**src/rdcache_consts.svh**
```systemverilog
`ifndef RDCACHE_CONSTS_SVH
`define RDCACHE_CONSTS_SVH

// ========================================
// Bus widths
// ========================================
`define RC_AXI_DATA_W   64
`define RC_AXI_ADDR_W   32
`define RC_AXI_ID_W     4
`define RC_WB_DATA_W    32

// ========================================
// Cache geometry
// ========================================
`define RC_LINE_W       128
`define RC_BEATS        2
`define RC_OFFSET_W     4                   // Byte offset within a line.
`define RC_INDEX_W      4                   // 16 lines.
`define RC_TAG_W        (`RC_AXI_ADDR_W - `RC_INDEX_W - `RC_OFFSET_W)

// ========================================
// Fixed AR field codes
// ========================================
`define RC_AXI_LEN      8'd1                // Beats minus one.
`define RC_AXI_SIZE     3'b011              // Eight bytes per beat.
`define RC_BURST_INCR   2'b01
`define RC_PROT_DATA    3'b000              // Unprivileged, secure, data.
`define RC_CACHE_NORMAL 4'b0010             // Normal, non-cacheable, non-bufferable.
`define RC_RESP_OKAY    2'b00

`endif

```
**src/rdcache_pkg.sv**
```systemverilog
`include "rdcache_consts.svh"

package rdcache_pkg;

  // Address fields.
  typedef logic [`RC_TAG_W-1:0]   tag_t;
  typedef logic [`RC_INDEX_W-1:0] index_t;

  // One cache line.
  // Filled from the AXI side a beat at a time and read
  // by the Wishbone side a word at a time.
  typedef union packed {
    logic [`RC_BEATS-1:0][`RC_AXI_DATA_W-1:0]                      beat;
    logic [`RC_LINE_W/`RC_WB_DATA_W-1:0][`RC_WB_DATA_W-1:0]        word;
  } line_u;

endpackage

```
**src/line_store.sv**
```systemverilog
`timescale 1ns/10ps
`include "rdcache_consts.svh"

module line_store (
  input  logic                clk,
  input  logic                len_reset,

  input  logic                lookup_en_i,
  input  rdcache_pkg::index_t lookup_index_i,

  input  logic                fill_en_i,
  input  rdcache_pkg::index_t fill_index_i,
  input  rdcache_pkg::tag_t   fill_tag_i,
  input  rdcache_pkg::line_u  fill_line_i,

  output rdcache_pkg::tag_t   hit_tag_o,
  output logic                hit_valid_o,
  output rdcache_pkg::line_u  hit_line_o
);

  localparam int LINES = 1 << `RC_INDEX_W;

  rdcache_pkg::tag_t  tag_mem  [LINES];
  rdcache_pkg::line_u data_mem [LINES];
  logic [LINES-1:0]   valid_q;
  logic               fill_fwd;

  // Fill to the index being looked up.
  assign fill_fwd = fill_en_i && (fill_index_i == lookup_index_i);

  // ========================================
  // Fill write
  // ========================================
  always_ff @(posedge clk) begin
    if (fill_en_i) begin
      tag_mem[fill_index_i]  <= fill_tag_i;
      data_mem[fill_index_i] <= fill_line_i;
    end
  end

  always_ff @(posedge clk) begin
    if (len_reset) begin
      valid_q <= '0;
    end else if (fill_en_i) begin
      valid_q[fill_index_i] <= 1'b1;
    end
  end

  // ========================================
  // Registered lookup
  // ========================================
  always_ff @(posedge clk) begin
    if (len_reset) begin
      hit_valid_o <= 1'b0;
    end else if (lookup_en_i) begin
      hit_valid_o <= fill_fwd | valid_q[lookup_index_i];
    end
  end

  always_ff @(posedge clk) begin
    if (lookup_en_i) begin
      if (fill_fwd) begin
        hit_tag_o  <= fill_tag_i;          // Fill wins.
        hit_line_o <= fill_line_i;
      end else begin
        hit_tag_o  <= tag_mem[lookup_index_i];
        hit_line_o <= data_mem[lookup_index_i];
      end
    end
  end

endmodule

```
**src/rd_axi.sv**
```systemverilog
`timescale 1ns/10ps
`include "rdcache_consts.svh"

module rd_axi (
  input  logic                      clk,
  input  logic                      len_reset,

  input  logic                      rd_addr_valid_i,
  input  logic [`RC_AXI_ADDR_W-1:0] rd_addr_i,
  output logic                      rd_data_valid_o,
  output rdcache_pkg::line_u        rd_data_o,
  output logic                      rd_err_o,

  input  logic                      axi_ar_ready_i,
  output logic                      axi_ar_valid_o,
  output logic [`RC_AXI_ADDR_W-1:0] axi_ar_addr_o,
  output logic [2:0]                axi_ar_prot_o,
  output logic [`RC_AXI_ID_W-1:0]   axi_ar_id_o,
  output logic [7:0]                axi_ar_len_o,
  output logic [2:0]                axi_ar_size_o,
  output logic [1:0]                axi_ar_burst_o,
  output logic                      axi_ar_lock_o,
  output logic [3:0]                axi_ar_cache_o,
  output logic [3:0]                axi_ar_qos_o,

  output logic                      axi_r_ready_o,
  input  logic                      axi_r_valid_i,
  input  logic [1:0]                axi_r_resp_i,
  input  logic [`RC_AXI_DATA_W-1:0] axi_r_data_i,
  input  logic                      axi_r_last_i
);

  localparam logic [1:0] ST_IDLE = 2'd0;
  localparam logic [1:0] ST_ADDR = 2'd1;
  localparam logic [1:0] ST_READ = 2'd2;
  localparam logic [1:0] ST_DONE = 2'd3;

  localparam int BEAT_IDX_W = $clog2(`RC_BEATS);

  logic [1:0]                state_q;
  logic [`RC_AXI_ADDR_W-1:0] addr_q;
  logic [BEAT_IDX_W-1:0]     beat_cnt_q;
  logic                      ar_hs;
  logic                      r_hs;

  assign ar_hs = axi_ar_valid_o && axi_ar_ready_i;
  assign r_hs  = axi_r_ready_o && axi_r_valid_i;

  // ========================================
  // Burst state machine
  // ========================================
  always_ff @(posedge clk) begin
    if (len_reset) begin
      state_q <= ST_IDLE;
    end else begin
      case (state_q)
        ST_IDLE: if (rd_addr_valid_i) state_q <= ST_ADDR;
        ST_ADDR: if (ar_hs) state_q <= ST_READ;
        ST_READ: if (r_hs && axi_r_last_i) state_q <= ST_DONE;
        default: state_q <= ST_IDLE;       // Done lasts one cycle.
      endcase
    end
  end

  always_ff @(posedge clk) begin
    if (state_q == ST_IDLE && rd_addr_valid_i) begin
      addr_q <= rd_addr_i;
    end
  end

  // ========================================
  // Beat counter and line assembly
  // ========================================
  always_ff @(posedge clk) begin
    if (len_reset || state_q == ST_IDLE) begin
      beat_cnt_q <= '0;
    end else if (r_hs) begin
      beat_cnt_q <= beat_cnt_q + 1'b1;
    end
  end

  always_ff @(posedge clk) begin
    if (r_hs) begin
      rd_data_o.beat[beat_cnt_q] <= axi_r_data_i;
    end
  end

  // Sticky over the whole burst.
  always_ff @(posedge clk) begin
    if (len_reset || state_q == ST_IDLE) begin
      rd_err_o <= 1'b0;
    end else if (r_hs && axi_r_resp_i != `RC_RESP_OKAY) begin
      rd_err_o <= 1'b1;
    end
  end

  assign rd_data_valid_o = (state_q == ST_DONE);

  // ========================================
  // AR channel
  // ========================================
  assign axi_ar_valid_o = (state_q == ST_ADDR);
  assign axi_ar_addr_o  = {addr_q[`RC_AXI_ADDR_W-1:`RC_OFFSET_W], {`RC_OFFSET_W{1'b0}}};
  assign axi_ar_prot_o  = `RC_PROT_DATA;
  assign axi_ar_id_o    = '0;
  assign axi_ar_len_o   = `RC_AXI_LEN;
  assign axi_ar_size_o  = `RC_AXI_SIZE;
  assign axi_ar_burst_o = `RC_BURST_INCR;
  assign axi_ar_lock_o  = 1'b0;
  assign axi_ar_cache_o = `RC_CACHE_NORMAL;
  assign axi_ar_qos_o   = 4'h0;
  assign axi_r_ready_o  = (state_q == ST_READ);

endmodule

```
**src/rdcache_top.sv**
```systemverilog
`timescale 1ns/10ps
`include "rdcache_consts.svh"

module rdcache_top (
  input  logic                      clk,
  input  logic                      len_reset,

  input  logic                      wb_cyc_i,
  input  logic                      wb_stb_i,
  input  logic                      wb_we_i,
  input  logic [`RC_AXI_ADDR_W-1:0] wb_adr_i,
  input  logic [3:0]                wb_sel_i,
  output logic [`RC_WB_DATA_W-1:0]  wb_dat_o,
  output logic                      wb_ack_o,
  output logic                      wb_err_o,

  input  logic                      axi_ar_ready_i,
  output logic                      axi_ar_valid_o,
  output logic [`RC_AXI_ADDR_W-1:0] axi_ar_addr_o,
  output logic [2:0]                axi_ar_prot_o,
  output logic [`RC_AXI_ID_W-1:0]   axi_ar_id_o,
  output logic [7:0]                axi_ar_len_o,
  output logic [2:0]                axi_ar_size_o,
  output logic [1:0]                axi_ar_burst_o,
  output logic                      axi_ar_lock_o,
  output logic [3:0]                axi_ar_cache_o,
  output logic [3:0]                axi_ar_qos_o,

  output logic                      axi_r_ready_o,
  input  logic                      axi_r_valid_i,
  input  logic [1:0]                axi_r_resp_i,
  input  logic [`RC_AXI_DATA_W-1:0] axi_r_data_i,
  input  logic                      axi_r_last_i
);

  // Control to store.
  logic                      lookup_en;
  rdcache_pkg::index_t       lookup_index;
  rdcache_pkg::tag_t         hit_tag;
  logic                      hit_valid;
  rdcache_pkg::line_u        hit_line;
  logic                      fill_en;
  rdcache_pkg::index_t       fill_index;
  rdcache_pkg::tag_t         fill_tag;
  rdcache_pkg::line_u        fill_line;

  // Control to AXI engine.
  logic                      rd_addr_valid;
  logic [`RC_AXI_ADDR_W-1:0] rd_addr;
  logic                      rd_data_valid;
  rdcache_pkg::line_u        rd_data;
  logic                      rd_err;

  wb_read_cache i_ctrl (
    .clk             (clk),
    .len_reset       (len_reset),
    .wb_cyc_i        (wb_cyc_i),
    .wb_stb_i        (wb_stb_i),
    .wb_we_i         (wb_we_i),
    .wb_adr_i        (wb_adr_i),
    .wb_sel_i        (wb_sel_i),
    .wb_dat_o        (wb_dat_o),
    .wb_ack_o        (wb_ack_o),
    .wb_err_o        (wb_err_o),
    .lookup_en_o     (lookup_en),
    .lookup_index_o  (lookup_index),
    .hit_tag_i       (hit_tag),
    .hit_valid_i     (hit_valid),
    .hit_line_i      (hit_line),
    .fill_en_o       (fill_en),
    .fill_index_o    (fill_index),
    .fill_tag_o      (fill_tag),
    .fill_line_o     (fill_line),
    .rd_addr_valid_o (rd_addr_valid),
    .rd_addr_o       (rd_addr),
    .rd_data_valid_i (rd_data_valid),
    .rd_data_i       (rd_data),
    .rd_err_i        (rd_err)
  );

  line_store i_store (
    .clk            (clk),
    .len_reset      (len_reset),
    .lookup_en_i    (lookup_en),
    .lookup_index_i (lookup_index),
    .fill_en_i      (fill_en),
    .fill_index_i   (fill_index),
    .fill_tag_i     (fill_tag),
    .fill_line_i    (fill_line),
    .hit_tag_o      (hit_tag),
    .hit_valid_o    (hit_valid),
    .hit_line_o     (hit_line)
  );

  rd_axi i_axi (
    .clk             (clk),
    .len_reset       (len_reset),
    .rd_addr_valid_i (rd_addr_valid),
    .rd_addr_i       (rd_addr),
    .rd_data_valid_o (rd_data_valid),
    .rd_data_o       (rd_data),
    .rd_err_o        (rd_err),
    .axi_ar_ready_i  (axi_ar_ready_i),
    .axi_ar_valid_o  (axi_ar_valid_o),
    .axi_ar_addr_o   (axi_ar_addr_o),
    .axi_ar_prot_o   (axi_ar_prot_o),
    .axi_ar_id_o     (axi_ar_id_o),
    .axi_ar_len_o    (axi_ar_len_o),
    .axi_ar_size_o   (axi_ar_size_o),
    .axi_ar_burst_o  (axi_ar_burst_o),
    .axi_ar_lock_o   (axi_ar_lock_o),
    .axi_ar_cache_o  (axi_ar_cache_o),
    .axi_ar_qos_o    (axi_ar_qos_o),
    .axi_r_ready_o   (axi_r_ready_o),
    .axi_r_valid_i   (axi_r_valid_i),
    .axi_r_resp_i    (axi_r_resp_i),
    .axi_r_data_i    (axi_r_data_i),
    .axi_r_last_i    (axi_r_last_i)
  );

endmodule

```
**src/wb_read_cache.sv**
```systemverilog
`timescale 1ns/10ps
`include "rdcache_consts.svh"

module wb_read_cache (
  input  logic                      clk,
  input  logic                      len_reset,

  input  logic                      wb_cyc_i,
  input  logic                      wb_stb_i,
  input  logic                      wb_we_i,
  input  logic [`RC_AXI_ADDR_W-1:0] wb_adr_i,
  input  logic [3:0]                wb_sel_i,
  output logic [`RC_WB_DATA_W-1:0]  wb_dat_o,
  output logic                      wb_ack_o,
  output logic                      wb_err_o,

  output logic                      lookup_en_o,
  output rdcache_pkg::index_t       lookup_index_o,
  input  rdcache_pkg::tag_t         hit_tag_i,
  input  logic                      hit_valid_i,
  input  rdcache_pkg::line_u        hit_line_i,

  output logic                      fill_en_o,
  output rdcache_pkg::index_t       fill_index_o,
  output rdcache_pkg::tag_t         fill_tag_o,
  output rdcache_pkg::line_u        fill_line_o,

  output logic                      rd_addr_valid_o,
  output logic [`RC_AXI_ADDR_W-1:0] rd_addr_o,
  input  logic                      rd_data_valid_i,
  input  rdcache_pkg::line_u        rd_data_i,
  input  logic                      rd_err_i
);

  localparam logic [2:0] ST_IDLE    = 3'd0;
  localparam logic [2:0] ST_LOOKUP  = 3'd1;
  localparam logic [2:0] ST_COMPARE = 3'd2;
  localparam logic [2:0] ST_REFILL  = 3'd3;
  localparam logic [2:0] ST_RESPOND = 3'd4;

  localparam int WORD_W = $clog2(`RC_LINE_W / `RC_WB_DATA_W);
  localparam int BYTE_W = $clog2(`RC_WB_DATA_W / 8);

  logic [2:0]          state_q;
  logic                err_q;
  rdcache_pkg::tag_t   tag_q;
  rdcache_pkg::index_t index_q;
  logic [WORD_W-1:0]   word_q;
  rdcache_pkg::line_u  line_q;
  logic                hit;

  assign hit = hit_valid_i && (hit_tag_i == tag_q);

  // ========================================
  // Control FSM
  // ========================================
  always_ff @(posedge clk) begin
    if (len_reset) begin
      state_q <= ST_IDLE;
      err_q   <= 1'b0;
    end else begin
      case (state_q)
        ST_IDLE: begin
          if (wb_cyc_i && wb_stb_i) begin
            state_q <= wb_we_i ? ST_RESPOND : ST_LOOKUP;
            err_q   <= wb_we_i;            // Writes are not supported.
          end
        end
        ST_LOOKUP:  state_q <= ST_COMPARE;
        ST_COMPARE: state_q <= hit ? ST_IDLE : ST_REFILL;
        ST_REFILL: begin
          if (rd_data_valid_i) begin
            state_q <= ST_RESPOND;
            err_q   <= rd_err_i;
          end
        end
        default: state_q <= ST_IDLE;
      endcase
    end
  end

  // Address split, taken once per cycle.
  always_ff @(posedge clk) begin
    if (state_q == ST_IDLE && wb_cyc_i && wb_stb_i) begin
      tag_q   <= wb_adr_i[`RC_AXI_ADDR_W-1 -: `RC_TAG_W];
      index_q <= wb_adr_i[`RC_OFFSET_W +: `RC_INDEX_W];
      word_q  <= wb_adr_i[BYTE_W +: WORD_W];
    end
  end

  always_ff @(posedge clk) begin
    if (state_q == ST_REFILL && rd_data_valid_i) begin
      line_q <= rd_data_i;
    end
  end

  // ========================================
  // Store and engine requests
  // ========================================
  assign lookup_en_o     = (state_q == ST_LOOKUP);
  assign lookup_index_o  = index_q;
  assign fill_en_o       = (state_q == ST_REFILL) && rd_data_valid_i && !rd_err_i;
  assign fill_index_o    = index_q;
  assign fill_tag_o      = tag_q;
  assign fill_line_o     = rd_data_i;
  assign rd_addr_valid_o = (state_q == ST_COMPARE) && !hit;   // One-cycle pulse.
  assign rd_addr_o       = {tag_q, index_q, {`RC_OFFSET_W{1'b0}}};

  // ========================================
  // Wishbone response
  // ========================================
  assign wb_ack_o = ((state_q == ST_COMPARE) && hit) || ((state_q == ST_RESPOND) && !err_q);
  assign wb_err_o = (state_q == ST_RESPOND) && err_q;
  assign wb_dat_o = (state_q == ST_COMPARE) ? hit_line_i.word[word_q] : line_q.word[word_q];

endmodule
```
**config.mk**
```make
export PLATFORM = sky130hd
export DESIGN_NAME = rdcache_top
export DESIGN_NICKNAME = d
export VERILOG_FILES = /design/src/rdcache_pkg.sv /design/src/line_store.sv /design/src/rd_axi.sv /design/src/rdcache_top.sv /design/src/wb_read_cache.sv
export VERILOG_INCLUDE_DIRS = /design/src
export SDC_FILE = /design/constraint.sdc
export NUM_CORES = 2
export LEC_CHECK = 0
export ABC_AREA = 0
export BUFFER_PORTS_ARGS = -buffer_cell sky130_fd_sc_hd__buf_2
export CAP_MARGIN = 5
export CORE_ASPECT_RATIO = 0.8
export CORE_MARGIN = 1.5
export CORE_UTILIZATION = 30
export DETAILED_ROUTE_END_ITERATION = 10
export REMOVE_ABC_BUFFERS = 1
export SLEW_MARGIN = 5
export SYNTH_ARGS = -nofsm -noshare
export SYNTH_HDL_FRONTEND = slang
export SYNTH_SLANG_ARGS = --single-unit
export TNS_END_PERCENT = 10
```
**constraint.sdc**
```tcl
create_clock -name clk -period 20.1 [get_ports clk]
set_input_delay 3.015 -clock clk [delete_from_list [all_inputs] [get_ports clk]]
set_output_delay 3.015 -clock clk [all_outputs]
set_load 0.01 [all_outputs]
```
Yosys cells after proc, flatten, opt, wreduce, memory -nomap -nowiden
Memories as Yosys holds them, arrays and structs flattened. A register that Yosys moved wholly into a read port is not among the register bits.
Index checks and enable logic that the tools add are counted.
- register bits after elaboration: 339
- memory bits (writable): 2432
- input bits: 110
- logic and storage cells: 91
- memories: 2
- add/subtract/negate cells: 1
- $lt $le $gt $ge: 5
- equal/unequal tests: 13
- multiplexer cells: 26
- bitwise operators: 2
- reductions and logical operators: 29
- memories (name ; words ; width ; read ports ; clocked after Yosys merged registers in ; wr ports ; RTL line ; RTL):
    i_store.data_mem ; 16 ; 128 ; 1 ; 1 ; 1 ; line_store.sv:24 ; rdcache_pkg::line_u data_mem [LINES];
    i_store.tag_mem ; 16 ; 24 ; 1 ; 1 ; 1 ; line_store.sv:23 ; rdcache_pkg::tag_t tag_mem [LINES];
- operator list (kind ; number):
    $bmux W32 S2 ; 2
    $bwmux W128 ; 1
    $mux W32 ; 3
    $demux W64 S1 ; 1
    $mux W64 ; 1
    $eq A24 B24 Y1 ; 1
    $logic_and A1 B1 Y1 ; 17
    $or A16 B16 Y16 ; 1
    $pmux W3 S4 ; 1
    $mux W3 ; 3
    $mux W2 ; 4
    $eq A3 B2 Y1 const B ; 2
    $mux W1 ; 6
    $ne A2 B1 Y1 const B ; 3
    $pmux W2 S3 ; 1
    $reduce_and A3 Y1 ; 2
    $lt A4 B5 Y1 const B ; 1
    $bmux W1 S4 ; 1
    $demux W1 S4 ; 1
    $eq A2 B2 Y1 const B ; 2
    $ge A4 B1 Y1 const B ; 1
    $ne A2 B2 Y1 const B ; 2
    $reduce_bool A2 Y1 ; 2
    $eq A3 B1 Y1 const B ; 1
    13 further kinds ; 16

Depth between registers and ports, before layout
- word-level depth: 6
- gate-level depth with buffers: 8

By module
A second synthesis with hierarchy kept.
- cell total of the unflattened synthesis: 4840
- area, all modules: 111547.0 um^2
- by module, submodules not included (module ; instances ; cells an instance ; area an instance (um^2) ; seq. area each (um^2)):
    line_store ; 1 ; 4117 ; 97788.8 ; 77934.7
    wb_read_cache ; 1 ; 502 ; 8562.0 ; 4824.6
    rd_axi ; 1 ; 221 ; 5196.2 ; 4764.6

Least setup slack after synthesis
Ideal clock, no wire load.
- path kind: flip-flop to flip-flop
- start: reg i_ctrl.state_q[0]
- end: reg i_store.hit_valid_o
- library setup time: 128 ps
- arrival: 12582 ps
- slack: 7390 ps
- stages on the path, launching flop included: 5
- buffers on the path: 1
- clock period less this slack: 12710 ps
- cell sequence: dfxtp_1 > clkbuf_1 > nor3b_1 > mux2i_1 > nor2_1
- cells in the longest elaborated chain, start to end: 4
- elaborated cells between the ends (all ways): 5
- ends and longest elaborated chain (what ; RTL line ; RTL):
    from (decl) ; wb_read_cache.sv:44 ; logic [2:0] state_q;
    from (signal assigned) ; wb_read_cache.sv:65 ; state_q <= wb_we_i ? ST_RESPOND : ST_LOOKUP;
    from (signal assigned) ; wb_read_cache.sv:70 ; ST_COMPARE: state_q <= hit ? ST_IDLE : ST_REFILL;
    $eq A3 B2 Y1 ; wb_read_cache.sv:102 ; assign fill_en_o = (state_q == ST_REFILL) && rd_data_valid_i && !rd_err_i;
    $logic_and A1 B1 Y1 (2 in series) ; wb_read_cache.sv:102 ;
    $or A1 B1 Y1 ; line_store.sv:56 ; hit_valid_o <= fill_fwd | valid_q[lookup_index_i];
    to (signal assigned) ; line_store.sv:56 ;
    to (decl) ; line_store.sv:17 ; output logic hit_valid_o,
Several ways; a longest one is shown, not always the timed one.
A chain may end at the register's enable or synchronous reset.

Worst setup path in the final report
- start: reg i_ctrl.word_q[0]
- end: out wb_dat_o[18]
- cells in the longest elaborated chain, start to end: 3
- elaborated cells between the ends (all ways): 5
- ends and longest elaborated chain (what ; RTL line ; RTL):
    from (decl) ; wb_read_cache.sv:48 ; logic [WORD_W-1:0] word_q;
    from (signal assigned) ; wb_read_cache.sv:87 ; word_q <= wb_adr_i[BYTE_W +: WORD_W];
    $bmux W32 S2 ; wb_read_cache.sv:114 ; assign wb_dat_o = (state_q == ST_COMPARE) ? hit_line_i.word[word_q] : line_q.word[word_q];
    $mux W32 (implied by the code) ; wb_read_cache.sv:114 ;
    $mux W32 (*) ; wb_read_cache.sv:114 ;
    to (decl) ; rdcache_top.sv:13 ; output logic [`RC_WB_DATA_W-1:0] wb_dat_o,
Mark *: on every way between the ends. The rest lies on a longest branch, timed or not. The select of a mux whose other input is x is not followed.

==> flow_metrics.tcl <==
set metrics [dict create \
    status "completed" \
    cts_resized 0 \
    whs_ps 467 \
    hold_viol_final 0 \
    min_period_ps 7170 \
    fp.coreArea_um2 360000 \
    fin_ws_ps 12930 \
    grt_pass1_vias 48700 \
    crit_path_end "wb_dat_o[18]" \
    synth_warnings 0 \
    clk_latency_ps 880 \
    slew-limit-headroom_pct 14.0 \
    cts_tree "yes" \
    ys.flop_type "edfxtp_1" \
    reg2reg_slack_ps 13640 \
    r2r-end "i_store.hit_line_o[69]" \
    die_area_um2 366000 \
    netlist_instances 4178 \
    power_density_nw_per_um2 98.9 \
    avgSynthCellArea_um2 26.0 \
    pin_count 207 \
    irDropWorstVdd_mv 0.0722 \
    p_leak_nw 37.7 \
    ys_types 41 \
    ys_seq_area_share_pct 80.6 \
    final.setup_skew_ps 62.2 \
    final-setup-viol-count 0 \
    area_delta_synth_final_pct 14.6 \
    maxSlewViolCount 0 \
    postRouteAntennaNets 0 \
    grt_pass1_wl_um 363000 \
    fin_tns_setup_ps 0 \
    grt_start_max_net_pins 143 \
    clk_pin_slew_worst_paths_ps 60 \
    fin_nets 4657 \
    drtPass1Iterations 7 \
    antenna_found_initial 45 \
    required_ps 17090 \
    place_congestion 0.687 \
    clockBufferDepth 4 \
    holdBufCountCts 0 \
    r2r_start "i_ctrl.fill_index_o[0]" \
    final_common_cell "edfxtp_1" \
    grt_overflow 0 \
    syn_area_um2 109000 \
    die_h_um 541 \
    final_layout_size_suffix_gt1_share_pct 32.3 \
    crit_start "i_ctrl.word_q[0]" \
    synth-edff-count 2898 \
    postCtsSetupBuffers 0 \
    drtIter0Drc 4984 \
    async_reset_ff_share_pct 0 \
    htree_levels 5 \
    dp_hpwl_um 122000 \
    cts-buffers-inserted 285 \
    endpoint_kind "primary output" \
    fin_crit_sh_pct 35.7 \
    maxCapViolCount 0 \
    wirelength_um 254000 \
    viasPerCell 4.93 \
    crit_path_max_fanout 30 \
    hold_path.class "flop to flop" \
    rsz0062_at_grt "no" \
    start_util_pct 30.2 \
    portBuffers 167 \
    cts_sinks 2923 \
    root_buffer "clkbuf_16" \
    pre_cts_ws_ps 13300 \
    worst_setup_path_start_kind "flop" \
    die_w_um 676 \
    drcViolationCount 0 \
    rr_worst_depth 8 \
    rows 197 \
    track_usage_pct 13.7 \
    wl_per_cell_um 26.7 \
    fmax_ghz 0.139 \
    worstSetupPathType "flop to primary output" \
    worstMarginPinSlew_ps 1290 \
    dr_total_vias 46900 \
    synth_seq_cells 2923 \
    layout.cells.most_common_list "edfxtp_1, mux4_2, clkbuf_16, buf_2, buf_4" \
    crit_arrival_ps 4160 \
]
## critical path, cell delays in order, from the launching register on
cell	delay (ps)
edfxtp_1	330
buf_4	330
buf_4	770
buf_4	640
mux4_2	590
mux2_2	360
buf_2	180
## logic make-up after synthesis
kind of cell	synth area share, %
AO/OA/AOI/OAI	0.160
XOR/XNOR	0.202
adder cells (fa/ha/maj)	0.0461
buffers and inverters	1.03
flip-flops	80.6
multiplexers	17.5
other	0.00691
AND/OR/NAND/NOR	0.442
## routing by layer
metal / share of wire (%) / GRT usage, %
met5: 0.022 / 0
met4: 2.0 / 2.87
met3: 6.0 / 2.08
met2: 50 / 23.0
met1: 42 / 18.9
## where the power goes
group	switching [mW]	total (mW)	internal, mW
combinational	0.199	0.384	0.184
sequential	0.0420	6.73	6.69
clock	2.25	5.19	2.94
## synth_stat cells, types with 2 or more instances
cell | n | area [um2]
a21oi_1 | 14 | 70.1
a311oi_1 | 2 | 17.5
a31o_2 | 2 | 17.5
a31oi_1 | 3 | 18.8
and2_1 | 4 | 25.0
and3_1 | 2 | 12.5
buf_1 | 16 | 60.1
buf_2 | 70 | 350
buf_4 | 33 | 248
buf_6 | 4 | 45.0
clkbuf_1 | 106 | 398
conb_1 | 2 | 7.51
dfxtp_1 | 25 | 500
edfxtp_1 | 2898 | 87000
ha_1 | 4 | 50.1
inv_1 | 6 | 22.5
mux2_2 | 32 | 360
mux2i_1 | 3 | 30.0
mux4_2 | 828 | 18600
nand2_1 | 9 | 33.8
nand2b_1 | 6 | 37.5
nand3_1 | 5 | 25.0
nand3b_1 | 3 | 22.5
nand4_1 | 6 | 37.5
nor2_1 | 43 | 161
nor2b_1 | 4 | 25.0
nor3_1 | 8 | 40.0
nor4_1 | 3 | 18.8
o21ai_0 | 2 | 10.0
xnor2_1 | 21 | 184
xor2_1 | 4 | 35.0
## state kept, by name, indices dropped and copies added (netlist names), 2 cells and up
name,flops
i_axi.rd_data_o,128
i_axi.addr_q,28
i_ctrl.state_q,3
i_store.data_mem,2048
i_store.hit_line_o,128
i_store.tag_mem,384
i_ctrl.line_q,128
i_ctrl.fill_tag_o,24
i_store.hit_tag_o,24
i_ctrl.word_q,2
i_ctrl.fill_index_o,4
i_store.valid_q,16
i_axi.state_q,2
## metrics by stage
step,cell area [um2],utilization [%],cells,power (mW)
after global routing,124000,34.6,9526,12.7
after CTS,124000,34.5,9525,12.4
after floorplan,108000,-,3980,7.34
after global placement,116000,32.1,9032,7.25
final,124000,34.6,9528,12.3
after detailed placement,116000,32.1,9032,7.26
## layout make-up
class | instances | area [um2]
multi-input combinational | 1051 | 20200
sequential | 2923 | 87500
fill | 32700 | 236000
clock inverter | 142 | 1290
inverter | 6 | 27.5
antenna | 3 | 7.51
tap | 4776 | 5980
clock buffer | 351 | 7570
timing repair buffer | 276 | 1800
## worst min path at each step
stage          cells after the start             endpoint           startpoint
6_report                           2  i_store.valid_q[11]  i_store.valid_q[11]
5_1_grt                            2   i_store.valid_q[8]   i_store.valid_q[8]
4_1_cts                            2  i_store.valid_q[11]  i_store.valid_q[11]
3_5_place_dp                       2  i_store.valid_q[11]  i_store.valid_q[11]
3_3_place_gp                       2  i_store.valid_q[15]  i_store.valid_q[15]
2_1_floorplan                      2  i_store.valid_q[10]  i_store.valid_q[10]
(Power assumes the default switching activity.)
